===== src/periph_macros.svh =====
`ifndef PERIPH_MACROS_SVH
`define PERIPH_MACROS_SVH

// bus widths
`define PERIPH_ADDR_W 12
`define PERIPH_DATA_W 32
`define PERIPH_STRB_W 4

// pins on the gpio block
`define PERIPH_GPIO_W 8

// address region codes, addr[11:8]
`define PERIPH_REGION_GPIO 4'd0
`define PERIPH_REGION_INTC 4'd1

// register indexes, addr[7:2]
`define GPIO_REG_OUT 6'd0
`define GPIO_REG_OE 6'd1
`define GPIO_REG_IN 6'd2

`define INTC_REG_ENABLE 6'd0
`define INTC_REG_PENDING 6'd1

`endif


===== src/periph_pkg.sv =====
`default_nettype none

`include "periph_macros.svh"

package periph_pkg;

  // only two regions are mapped, every other code is an error
  typedef enum logic [3:0] {
    REGION_GPIO = `PERIPH_REGION_GPIO,
    REGION_INTC = `PERIPH_REGION_INTC
  } region_e;

  typedef enum logic [1:0] {
    RESP_OKAY   = 2'd0,
    RESP_SLVERR = 2'd2
  } resp_e;

  typedef struct packed {
    region_e    region;
    logic [5:0] index;
    logic [1:0] lane;
  } addr_fields_t;

  // same 12 bits, flat or split into region / index / byte lane
  typedef union packed {
    logic [`PERIPH_ADDR_W-1:0] word;
    addr_fields_t              fields;
  } addr_u;

endpackage

`default_nettype wire


===== src/reg_bus_if.sv =====
`default_nettype none
`timescale 1ns/1ps

`include "periph_macros.svh"

// single register access, answered in the same cycle
interface reg_bus_if;

  logic                      req;
  logic                      we;
  logic [5:0]                index;
  logic [`PERIPH_DATA_W-1:0] wdata;
  logic [`PERIPH_STRB_W-1:0] wstrb;
  logic [`PERIPH_DATA_W-1:0] rdata;
  logic                      err;

  modport front (
    output req, we, index, wdata, wstrb,
    input  rdata, err
  );

  modport target (
    input  req, we, index, wdata, wstrb,
    output rdata, err
  );

endinterface

`default_nettype wire


===== src/axil_front.sv =====
`default_nettype none
`timescale 1ns/1ps

`include "periph_macros.svh"

module axil_front (
  input  wire                           dev_clk,
  input  wire                           rst_n,
  input  wire [`PERIPH_ADDR_W-1:0]      awaddr_i,
  input  wire                           awvalid_i,
  output logic                          awready_o,
  input  wire [`PERIPH_DATA_W-1:0]      wdata_i,
  input  wire [`PERIPH_STRB_W-1:0]      wstrb_i,
  input  wire                           wvalid_i,
  output logic                          wready_o,
  output periph_pkg::resp_e             bresp_o,
  output logic                          bvalid_o,
  input  wire                           bready_i,
  input  wire [`PERIPH_ADDR_W-1:0]      araddr_i,
  input  wire                           arvalid_i,
  output logic                          arready_o,
  output logic [`PERIPH_DATA_W-1:0]     rdata_o,
  output periph_pkg::resp_e             rresp_o,
  output logic                          rvalid_o,
  input  wire                           rready_i,
  reg_bus_if.front                      gpio_bus_o,
  reg_bus_if.front                      intc_bus_o
);

  periph_pkg::addr_u         acc_addr;
  logic                      busy;
  logic                      wr_acc;
  logic                      rd_acc;
  logic                      hit_gpio;
  logic                      hit_intc;
  logic                      sel_err;
  logic [`PERIPH_DATA_W-1:0] sel_rdata;
  logic                      bvalid_q;
  logic                      rvalid_q;
  periph_pkg::resp_e         bresp_q;
  periph_pkg::resp_e         rresp_q;
  logic [`PERIPH_DATA_W-1:0] rdata_q;

  // one transaction in flight, writes win a tie
  assign busy   = bvalid_q | rvalid_q;
  assign wr_acc = awvalid_i & wvalid_i & ~busy;
  assign rd_acc = arvalid_i & ~busy & ~wr_acc;

  assign awready_o = wr_acc;
  assign wready_o  = wr_acc;
  assign arready_o = rd_acc;

  always_comb begin
    acc_addr.word = wr_acc ? awaddr_i : araddr_i;
  end

  // byte lane is ignored, accesses are word wide
  assign hit_gpio = (acc_addr.fields.region == periph_pkg::REGION_GPIO);
  assign hit_intc = (acc_addr.fields.region == periph_pkg::REGION_INTC);

  assign gpio_bus_o.req   = (wr_acc | rd_acc) & hit_gpio;
  assign gpio_bus_o.we    = wr_acc;
  assign gpio_bus_o.index = acc_addr.fields.index;
  assign gpio_bus_o.wdata = wdata_i;
  assign gpio_bus_o.wstrb = wstrb_i;

  assign intc_bus_o.req   = (wr_acc | rd_acc) & hit_intc;
  assign intc_bus_o.we    = wr_acc;
  assign intc_bus_o.index = acc_addr.fields.index;
  assign intc_bus_o.wdata = wdata_i;
  assign intc_bus_o.wstrb = wstrb_i;

  // unmapped regions answer slverr here, no target sees them
  always_comb begin
    if (hit_gpio) begin
      sel_err   = gpio_bus_o.err;
      sel_rdata = gpio_bus_o.rdata;
    end else if (hit_intc) begin
      sel_err   = intc_bus_o.err;
      sel_rdata = intc_bus_o.rdata;
    end else begin
      sel_err   = 1'b1;
      sel_rdata = '0;
    end
  end

  always_ff @(posedge dev_clk or negedge rst_n) begin
    if (!rst_n) begin
      bvalid_q <= 1'b0;
      rvalid_q <= 1'b0;
    end else begin
      if (wr_acc) begin
        bvalid_q <= 1'b1;
      end else if (bready_i) begin
        bvalid_q <= 1'b0;
      end
      if (rd_acc) begin
        rvalid_q <= 1'b1;
      end else if (rready_i) begin
        rvalid_q <= 1'b0;
      end
    end
  end

  // held until the response handshake, nothing is accepted meanwhile
  always_ff @(posedge dev_clk) begin
    if (wr_acc) begin
      bresp_q <= sel_err ? periph_pkg::RESP_SLVERR : periph_pkg::RESP_OKAY;
    end
    if (rd_acc) begin
      rresp_q <= sel_err ? periph_pkg::RESP_SLVERR : periph_pkg::RESP_OKAY;
      rdata_q <= sel_err ? '0 : sel_rdata;
    end
  end

  assign bvalid_o = bvalid_q;
  assign bresp_o  = bresp_q;
  assign rvalid_o = rvalid_q;
  assign rresp_o  = rresp_q;
  assign rdata_o  = rdata_q;

endmodule

`default_nettype wire


===== src/gpio_regs.sv =====
`default_nettype none
`timescale 1ns/1ps

`include "periph_macros.svh"

module gpio_regs (
  input  wire                        dev_clk,
  input  wire                        rst_n,
  reg_bus_if.target                  bus_i,
  input  wire [`PERIPH_GPIO_W-1:0]   gpio_i,
  output logic [`PERIPH_GPIO_W-1:0]  gpio_o,
  output logic [`PERIPH_GPIO_W-1:0]  gpio_oe,
  output logic [`PERIPH_GPIO_W-1:0]  pins_sync_o
);

  logic [`PERIPH_DATA_W-1:0] out_q;
  logic [`PERIPH_DATA_W-1:0] oe_q;
  logic [`PERIPH_GPIO_W-1:0] sync1_q;
  logic [`PERIPH_GPIO_W-1:0] sync2_q;
  logic                      wr_out;
  logic                      wr_oe;

  function automatic logic [`PERIPH_DATA_W-1:0] merge_bytes(
    input logic [`PERIPH_DATA_W-1:0] old_v,
    input logic [`PERIPH_DATA_W-1:0] new_v,
    input logic [`PERIPH_STRB_W-1:0] strb
  );
    logic [`PERIPH_DATA_W-1:0] res;
    res = old_v;
    for (int i = 0; i < `PERIPH_STRB_W; i++) begin
      if (strb[i]) begin
        res[8*i +: 8] = new_v[8*i +: 8];
      end
    end
    return res;
  endfunction

  assign wr_out = bus_i.req & bus_i.we & (bus_i.index == `GPIO_REG_OUT);
  assign wr_oe  = bus_i.req & bus_i.we & (bus_i.index == `GPIO_REG_OE);

  always_ff @(posedge dev_clk or negedge rst_n) begin
    if (!rst_n) begin
      out_q   <= '0;
      oe_q    <= '0;
      sync1_q <= '0;
      sync2_q <= '0;
    end else begin
      if (wr_out) begin
        out_q <= merge_bytes(out_q, bus_i.wdata, bus_i.wstrb);
      end
      if (wr_oe) begin
        oe_q <= merge_bytes(oe_q, bus_i.wdata, bus_i.wstrb);
      end
      // two-flop synchronizer on the pads
      sync1_q <= gpio_i;
      sync2_q <= sync1_q;
    end
  end

  // input register is read-only
  always_comb begin
    bus_i.err   = 1'b0;
    bus_i.rdata = '0;
    case (bus_i.index)
      `GPIO_REG_OUT: bus_i.rdata = out_q;
      `GPIO_REG_OE:  bus_i.rdata = oe_q;
      `GPIO_REG_IN: begin
        bus_i.rdata = {{(`PERIPH_DATA_W-`PERIPH_GPIO_W){1'b0}}, sync2_q};
        bus_i.err   = bus_i.we;
      end
      default:       bus_i.err = 1'b1;
    endcase
  end

  // upper register bits have no pins but read back
  assign gpio_o      = out_q[`PERIPH_GPIO_W-1:0];
  assign gpio_oe     = oe_q[`PERIPH_GPIO_W-1:0];
  assign pins_sync_o = sync2_q;

endmodule

`default_nettype wire


===== src/irq_ctrl.sv =====
`default_nettype none
`timescale 1ns/1ps

`include "periph_macros.svh"

module irq_ctrl (
  input  wire                       dev_clk,
  input  wire                       rst_n,
  reg_bus_if.target                 bus_i,
  input  wire [`PERIPH_GPIO_W-1:0]  pins_sync_i,
  output logic                      irq_o
);

  logic [`PERIPH_GPIO_W-1:0] pins_prev_q;
  logic [`PERIPH_GPIO_W-1:0] enable_q;
  logic [`PERIPH_GPIO_W-1:0] pending_q;
  logic [`PERIPH_GPIO_W-1:0] rise;
  logic [`PERIPH_GPIO_W-1:0] clr;
  logic                      wr_en;
  logic                      wr_pend;

  // all registers live in byte lane 0
  assign wr_en   = bus_i.req & bus_i.we & bus_i.wstrb[0] &
                   (bus_i.index == `INTC_REG_ENABLE);
  assign wr_pend = bus_i.req & bus_i.we & bus_i.wstrb[0] &
                   (bus_i.index == `INTC_REG_PENDING);

  assign rise = pins_sync_i & ~pins_prev_q & enable_q;
  assign clr  = wr_pend ? bus_i.wdata[`PERIPH_GPIO_W-1:0] : '0;

  always_ff @(posedge dev_clk or negedge rst_n) begin
    if (!rst_n) begin
      pins_prev_q <= '0;
      enable_q    <= '0;
      pending_q   <= '0;
    end else begin
      pins_prev_q <= pins_sync_i;
      if (wr_en) begin
        enable_q <= bus_i.wdata[`PERIPH_GPIO_W-1:0];
      end
      // a fresh edge beats a clear in the same cycle
      pending_q <= (pending_q & ~clr) | rise;
    end
  end

  always_comb begin
    bus_i.err   = 1'b0;
    bus_i.rdata = '0;
    case (bus_i.index)
      `INTC_REG_ENABLE:  bus_i.rdata[`PERIPH_GPIO_W-1:0] = enable_q;
      `INTC_REG_PENDING: bus_i.rdata[`PERIPH_GPIO_W-1:0] = pending_q;
      default:           bus_i.err = 1'b1;
    endcase
  end

  assign irq_o = |pending_q;

endmodule

`default_nettype wire


===== src/periph_top.sv =====
`default_nettype none
`timescale 1ns/1ps

`include "periph_macros.svh"

module periph_top (
  input  wire                        dev_clk,
  input  wire                        rst_n,
  input  wire [`PERIPH_ADDR_W-1:0]   awaddr_i,
  input  wire                        awvalid_i,
  output logic                       awready_o,
  input  wire [`PERIPH_DATA_W-1:0]   wdata_i,
  input  wire [`PERIPH_STRB_W-1:0]   wstrb_i,
  input  wire                        wvalid_i,
  output logic                       wready_o,
  output periph_pkg::resp_e          bresp_o,
  output logic                       bvalid_o,
  input  wire                        bready_i,
  input  wire [`PERIPH_ADDR_W-1:0]   araddr_i,
  input  wire                        arvalid_i,
  output logic                       arready_o,
  output logic [`PERIPH_DATA_W-1:0]  rdata_o,
  output periph_pkg::resp_e          rresp_o,
  output logic                       rvalid_o,
  input  wire                        rready_i,
  input  wire [`PERIPH_GPIO_W-1:0]   gpio_i,
  output logic [`PERIPH_GPIO_W-1:0]  gpio_o,
  output logic [`PERIPH_GPIO_W-1:0]  gpio_oe,
  output logic                       irq_o
);

  logic [`PERIPH_GPIO_W-1:0] pins_sync;

  reg_bus_if gpio_bus ();
  reg_bus_if intc_bus ();

  axil_front i_axil_front (
    .dev_clk    (dev_clk),
    .rst_n      (rst_n),
    .awaddr_i   (awaddr_i),
    .awvalid_i  (awvalid_i),
    .awready_o  (awready_o),
    .wdata_i    (wdata_i),
    .wstrb_i    (wstrb_i),
    .wvalid_i   (wvalid_i),
    .wready_o   (wready_o),
    .bresp_o    (bresp_o),
    .bvalid_o   (bvalid_o),
    .bready_i   (bready_i),
    .araddr_i   (araddr_i),
    .arvalid_i  (arvalid_i),
    .arready_o  (arready_o),
    .rdata_o    (rdata_o),
    .rresp_o    (rresp_o),
    .rvalid_o   (rvalid_o),
    .rready_i   (rready_i),
    .gpio_bus_o (gpio_bus.front),
    .intc_bus_o (intc_bus.front)
  );

  gpio_regs i_gpio_regs (
    .dev_clk     (dev_clk),
    .rst_n       (rst_n),
    .bus_i       (gpio_bus.target),
    .gpio_i      (gpio_i),
    .gpio_o      (gpio_o),
    .gpio_oe     (gpio_oe),
    .pins_sync_o (pins_sync)
  );

  // synchronized pins double as interrupt sources
  irq_ctrl i_irq_ctrl (
    .dev_clk     (dev_clk),
    .rst_n       (rst_n),
    .bus_i       (intc_bus.target),
    .pins_sync_i (pins_sync),
    .irq_o       (irq_o)
  );

endmodule

`default_nettype wire


===== config.mk =====
export PLATFORM = sky130hd
export DESIGN_NAME = periph_top
export DESIGN_NICKNAME = d
export VERILOG_FILES = /design/src/periph_pkg.sv /design/src/reg_bus_if.sv /design/src/axil_front.sv /design/src/gpio_regs.sv /design/src/irq_ctrl.sv /design/src/periph_top.sv
export VERILOG_INCLUDE_DIRS = /design/src /design/src/src
export SDC_FILE = /design/constraint.sdc
export NUM_CORES = 1
export LEC_CHECK = 0
export ABC_CLOCK_PERIOD_IN_PS = 3200
export BUFFER_PORTS_ARGS = -buffer_cell sky130_fd_sc_hd__clkbuf_2
export CORE_ASPECT_RATIO = 2
export CORE_MARGIN = 2
export CORE_UTILIZATION = 40
export DETAILED_ROUTE_END_ITERATION = 10
export MAX_ROUTING_LAYER = met4
export PLACE_DENSITY = 0.67
export SYNTH_ARGS = -nofsm -noshare
export SYNTH_HDL_FRONTEND = slang
export SYNTH_SLANG_ARGS = --single-unit

===== constraint.sdc =====
create_clock -name dev_clk -period 3.2 [get_ports dev_clk]
set_input_delay 0.8 -clock dev_clk [delete_from_list [all_inputs] [get_ports dev_clk]]
set_output_delay 0.8 -clock dev_clk [all_outputs]
set_load 0.01 [all_outputs]

Word level (Yosys, flattened, before mapping)

Index checks and enable logic that the tools add are counted.

Memories: 0
Bits in latches: 0
Register bits after elaboration: 142
ROM bits: 0
Word-level logic and storage cells: 73
RAM bits: 0

Order comparisons: 0
Shifts and indexed selects: 0
Mux-type cells: 15
$mul: 0
Reduce and logical (&&, ||, !) cells: 14
Divide/modulo/power cells: 0
$add $sub $neg: 0
Equality and inequality tests: 3
Bitwise gates (word level): 23

Operators with widths:

| cell                                                            | count |
|---|---|
| 32-bit case mux with 3 select lines                             | 1 |
| 32-bit 2-to-1 mux                                               | 1 |
| 8-bit bitwise AND                                               | 3 |
| 8-bit 2-to-1 mux                                                | 2 |
| 8-bit NOT                                                       | 2 |
| 8-bit case mux with 2 select lines                              | 1 |
| 2-bit AND reduction                                             | 8 |
| 1-bit bitwise AND                                               | 13 |
| 12-bit 2-to-1 mux                                               | 1 |
| 8-bit OR                                                        | 1 |
| 8-bit OR reduction                                              | 1 |
| 1-bit 2-to-1 mux                                                | 7 |
| 6-bit by 1-bit == test with 1-bit output, second input constant | 1 |
| 6-bit by 2-bit == test with 1-bit output, second input constant | 1 |
| 6-bit zero test                                                 | 1 |
| 4-bit by 1-bit == test with 1-bit output, second input constant | 1 |
| 4-bit zero test                                                 | 1 |
| 2-bit nonzero test                                              | 2 |
| 2-bit 2-to-1 mux                                                | 1 |
| 1-bit NOT                                                       | 2 |
| 1-bit OR                                                        | 2 |
| 1-bit case mux with 2 select lines                              | 1 |
| 2-bit OR reduction                                              | 1 |

Longest topological paths before layout

Depth after elaboration: 14
Mapped depth: 8
Gate-level depth less buffers: 6

Cells and area by module

Synthesis repeated with hierarchy kept, for this count alone.

Cell total of the unflattened synthesis: 625
Area total of the unflattened synthesis: 7,612.3 um2

By module, submodules not included:

| module     | seq. area each (um2) | cells each | instances | area each (um2) |
|---|---|---|---|---|
| gpio_regs  | 2,001.9              | 239        | 1         | 3,423.3 |
| axil_front | 1,071.0              | 281        | 1         | 2,960.3 |
| irq_ctrl   | 600.6                | 105        | 1         | 1,228.7 |

Least setup slack after synthesis

Ideal clock, no wire load.

Path kind: in2out
Start: in arvalid_i
End: out arready_o
Path buffers: 0
Data arrival time: 2.649 ns
Slack: -0.249 ns
Stages: 2
Cell sequence: nand2_1 a21oi_1

Cells in the longest elaborated chain, start to end: 2

RTL lines:

| element                         | line             | text |
|---|---|---|
| start, declared                 | periph_top.sv:20 | `input wire arvalid_i,` |
| 1-bit bitwise AND (2 in series) | axil_front.sv:47 | `assign rd_acc = arvalid_i & ~busy & ~wr_acc;` |
| end, declared                   | periph_top.sv:21 | `output logic arready_o,` |

Every way passes these cells.

Final worst setup path

Start: in awaddr_i[4]
End: reg i_gpio_regs.oe_q[8]

Cells in the longest elaborated chain, start to end: 4

RTL lines:

| element                                            | line             | text |
|---|---|---|
| start, declared                                    | periph_top.sv:9  | `` input wire [`PERIPH_ADDR_W-1:0] awaddr_i, `` |
| 12-bit 2-to-1 mux                                  | axil_front.sv:54 | `acc_addr.word = wr_acc ? awaddr_i : araddr_i;` |
| 6-bit by 1-bit == test with 1-bit output (no line) | n/a              |  |
| 1-bit bitwise AND                                  | gpio_regs.sv:39  | `` assign wr_oe = bus_i.req & bus_i.we & (bus_i.index == `GPIO_REG_OE); `` |
| 2-bit AND reduction (no line)                      | n/a              |  |
| end signal, assigned                               | gpio_regs.sv:52  | `oe_q <= merge_bytes(oe_q, bus_i.wdata, bus_i.wstrb);` |
| end, declared                                      | gpio_regs.sv:17  | `` logic [`PERIPH_DATA_W-1:0] oe_q; `` |

Every way passes these cells.
A chain may end at the register's enable or synchronous reset.

==> flow_summary.ini <==
[place]
place_congestion = 0.786
hpwlAfterDp_mm = 9.18
dp_cells = 703
io_buffer_count = 126

[floorplanning]
io_pins = 133
row_count = 61
die_area_mm2 = 0.0153
chipHeight_um = 173
start_util = 0.410
core-area_mm2 = 0.0139
die_w_um = 88.4

[cts]
clkSinkCount = 140
cts_tree = built
h-tree-depth = 4
clk_latency_ns = 0.42
cts_buffers = 17
cts.repair.resized = 0
clk_pin_slew_worst_paths_ns = 0.06
postCtsSetupRepairBufs = 0
ctsLongestPathBuffers = 2
ctsHoldBuffers = 0
clock-root-buffer = clkbuf_16

[worst_setup_path]
cp_top_family = simple AND/OR/NAND/NOR gates
arrival_ns = 2.77
critPathSlowestCell = or4_4
critPathKind = primary input to flip-flop
cp_max_fo = 19
r2r_cells = 7
critPathBufInv = 2
cp_slowest_stage_delay_ns = 0.56
critical_path.cell_chain = clkbuf_2 -> or4_4 -> nor4_1 -> or2_2 -> buf_4 -> nand3_4 -> mux2_1
setup.worst_path.start_class = primary input
cp-end-kind = flip-flop
crit_end = i_gpio_regs.oe_q[8]
r2r_setup_slack_ns = 0.79
startpoint = awaddr_i[4]
required_ns = 3.48
crit_cells = 7
r2r-end = i_gpio_regs.oe_q[8]
r2r-start = i_axil_front.rvalid_o

[global_route]
grt_pass1_wl_mm = 20.8
grt-busiest-layer = met2
grt_pass1_vias = 4053
gr-usage-met2 = 0.304
grt_use_total = 0.184
use_met3 = 0.0449
grt_max_degree = 44
antenna_found_initial = 0
met1_usage = 0.204
overflow = 0

[finish]
syn_to_final_growth_pct = 24.9
n_fill_cell = 1245
n_antenna_cell = 0
nNetsFinal = 608
final_cells = 735
drive_gt1_frac = 0.451

[sta]
skew_ns = 0.0135
finalHoldViolCount = 0
fmax_mhz = 402
worst_pin_slew_ns = 0.665
min_period_over_period = 0.777
holdWs_ns = 0.342
fin_tns_setup_ns = 0
period_needed_ns = 2.49
setup_viol = 0
rsz0062_at_grt = no
relSlewSlack = 0.555
finalMaxSlewViolations = 0

[min_path]
hold_path.class = flip-flop to flip-flop

[logic_synthesis]
synth_cell_types = 33
syn_area_mm2 = 0.00570
yosys_register_bits = 140
synth_seq_area_share = 0.645
synthCells = 406
syn_area_per_cell_um2 = 14.0
yosysWarnings = 0

[routing]
dr.pass1.iters = 6
wl_mm = 13.0
post_drt_wl_per_cell_um = 17.7
initialDrtViolationCount = 267
vias = 3815
ant_nets = 0
viasPerCell = 5.19
route.detailed.drc = 0

[power_and_ir_drop]
ir_drop_v = 0.000369
p_leak_nw = 3.22
powerDensity_mw_per_mm2 = 580

[outcome]
status = finished clean

[job]
maxCapViolCount = 0
-- final cells by class --
cell class,instances,area [um^2],area share
flip-flops and latches,140,3670,0.516
clock inverters,15,176,0.0248
well taps,189,236,0.0332
inverters,13,48.8,0.00686
multi-input cells,220,1780,0.251
clock buffers,17,425,0.0598
repair buffers,141,771,0.108
-- power breakdown --
part / switching [mW] / internal, mW
sequential: 0.0230 / 1.89
clock: 0.814 / 1.18
combinational: 0.139 / 0.0808
-- Yosys cell counts, drive strengths merged --
cell | number | share of area
and3 | 1 | 0.0011
a222oi | 8 | 0.014
a22oi | 32 | 0.042
o22ai | 8 | 0.0088
a21o | 2 | 0.0026
o41ai | 1 | 0.0029
nor4 | 5 | 0.0055
inv | 12 | 0.0079
nand2 | 20 | 0.013
a21oi | 4 | 0.0035
or2 | 1 | 0.0011
nand3 | 8 | 0.025
clkbuf | 4 | 0.0026
nand4 | 1 | 0.0011
or4 | 2 | 0.0040
nor4b | 1 | 0.0026
edfxtp | 34 | 0.18
clkinv | 1 | 0.00066
dfrtp | 106 | 0.47
mux2 | 64 | 0.13
o21ai | 25 | 0.022
nor2 | 26 | 0.017
nor3 | 4 | 0.0035
conb | 1 | 0.00066
o211ai | 1 | 0.0013
nand4bb | 1 | 0.0048
nor3b | 1 | 0.0013
buf | 30 | 0.037
and2 | 1 | 0.0011
or4b | 1 | 0.0018
-- state kept, by name, indices dropped and copies added, names as in the netlist, 8 cells and up --
register                 flops
i_gpio_regs.oe_q            32
i_irq_ctrl.enable_q          8
i_gpio_regs.sync1_q          8
i_irq_ctrl.pending_q         8
i_gpio_regs.out_q           32
i_axil_front.rdata_o        32
i_gpio_regs.pins_sync_o      8
i_irq_ctrl.pins_prev_q       8
-- kinds of logic (layout without fill, tap and decap cells) --
family / after synthesis / count (layout) / share of synthesized area
AO/OA/AOI/OAI: 81 / 81 / 0.0973
buffers and inverters: 47 / 186 / 0.0479
flip-flops: 140 / 140 / 0.645
multiplexers: 64 / 64 / 0.127
other: 1 / 2 / 0.000658
AND/OR/NAND/NOR: 73 / 73 / 0.0828
-- metrics by stage --
step	area, um^2	setup slack (ns)	util	power, mW
6_report	7110	0.712	0.512	4.13
3_3_place_gp	6510	0.380	0.469	2.17
5_1_grt	7110	0.590	0.512	4.28
4_1_cts	7110	0.701	0.512	4.18
2_1_floorplan	5700	0.512	-	2.02
3_5_place_dp	6510	0.259	0.469	2.17
-- placed cells by master (no fill, tap or decap), types with 2 or more instances in the layout --
cell type / netlist / final
inv_8: 0 / 5
dfrtp_1: 106 / 106
nand2_1: 20 / 20
nor2_1: 26 / 26
edfxtp_1: 34 / 34
mux2_1: 9 / 9
or4_4: 2 / 2
clkbuf_2: 0 / 125
a22oi_1: 32 / 32
mux2_2: 55 / 55
o22ai_1: 8 / 8
clkinv_2: 0 / 2
nor3_1: 4 / 4
a21oi_1: 4 / 2
inv_1: 12 / 12
buf_4: 21 / 14
nand3_4: 8 / 8
a21oi_4: 0 / 2
bufinv_16: 0 / 2
nor4_1: 5 / 5
clkinvlp_4: 0 / 2
clkbuf_16: 0 / 17
a222oi_1: 8 / 8
inv_6: 0 / 4
buf_12: 0 / 2
conb_1: 1 / 2
o21ai_0: 25 / 25
-- per-layer routing --
metal | up-vias | routed length [um]
met5 | - | 0
met4 | 0 | 393
met3 | 22 | 747
met2 | 153 | 7100
met1 | 1910 | 4810
li1 | 1730 | -
-- how the worst min path moves through the flow --
stage                           start                         end  slack [ns]  cells past startpoint
2_1_floorplan  i_gpio_regs.sync1_q[0]  i_gpio_regs.pins_sync_o[0]        0.33                      0
6_report       i_gpio_regs.sync1_q[2]  i_gpio_regs.pins_sync_o[2]        0.34                      0
3_5_place_dp   i_gpio_regs.sync1_q[7]  i_gpio_regs.pins_sync_o[7]        0.33                      0
5_1_grt        i_gpio_regs.sync1_q[2]  i_gpio_regs.pins_sync_o[2]        0.35                      0
4_1_cts        i_gpio_regs.sync1_q[2]  i_gpio_regs.pins_sync_o[2]        0.34                      0
3_3_place_gp   i_gpio_regs.sync1_q[7]  i_gpio_regs.pins_sync_o[7]        0.34                      0
Power figures use the tool's default switching activity.
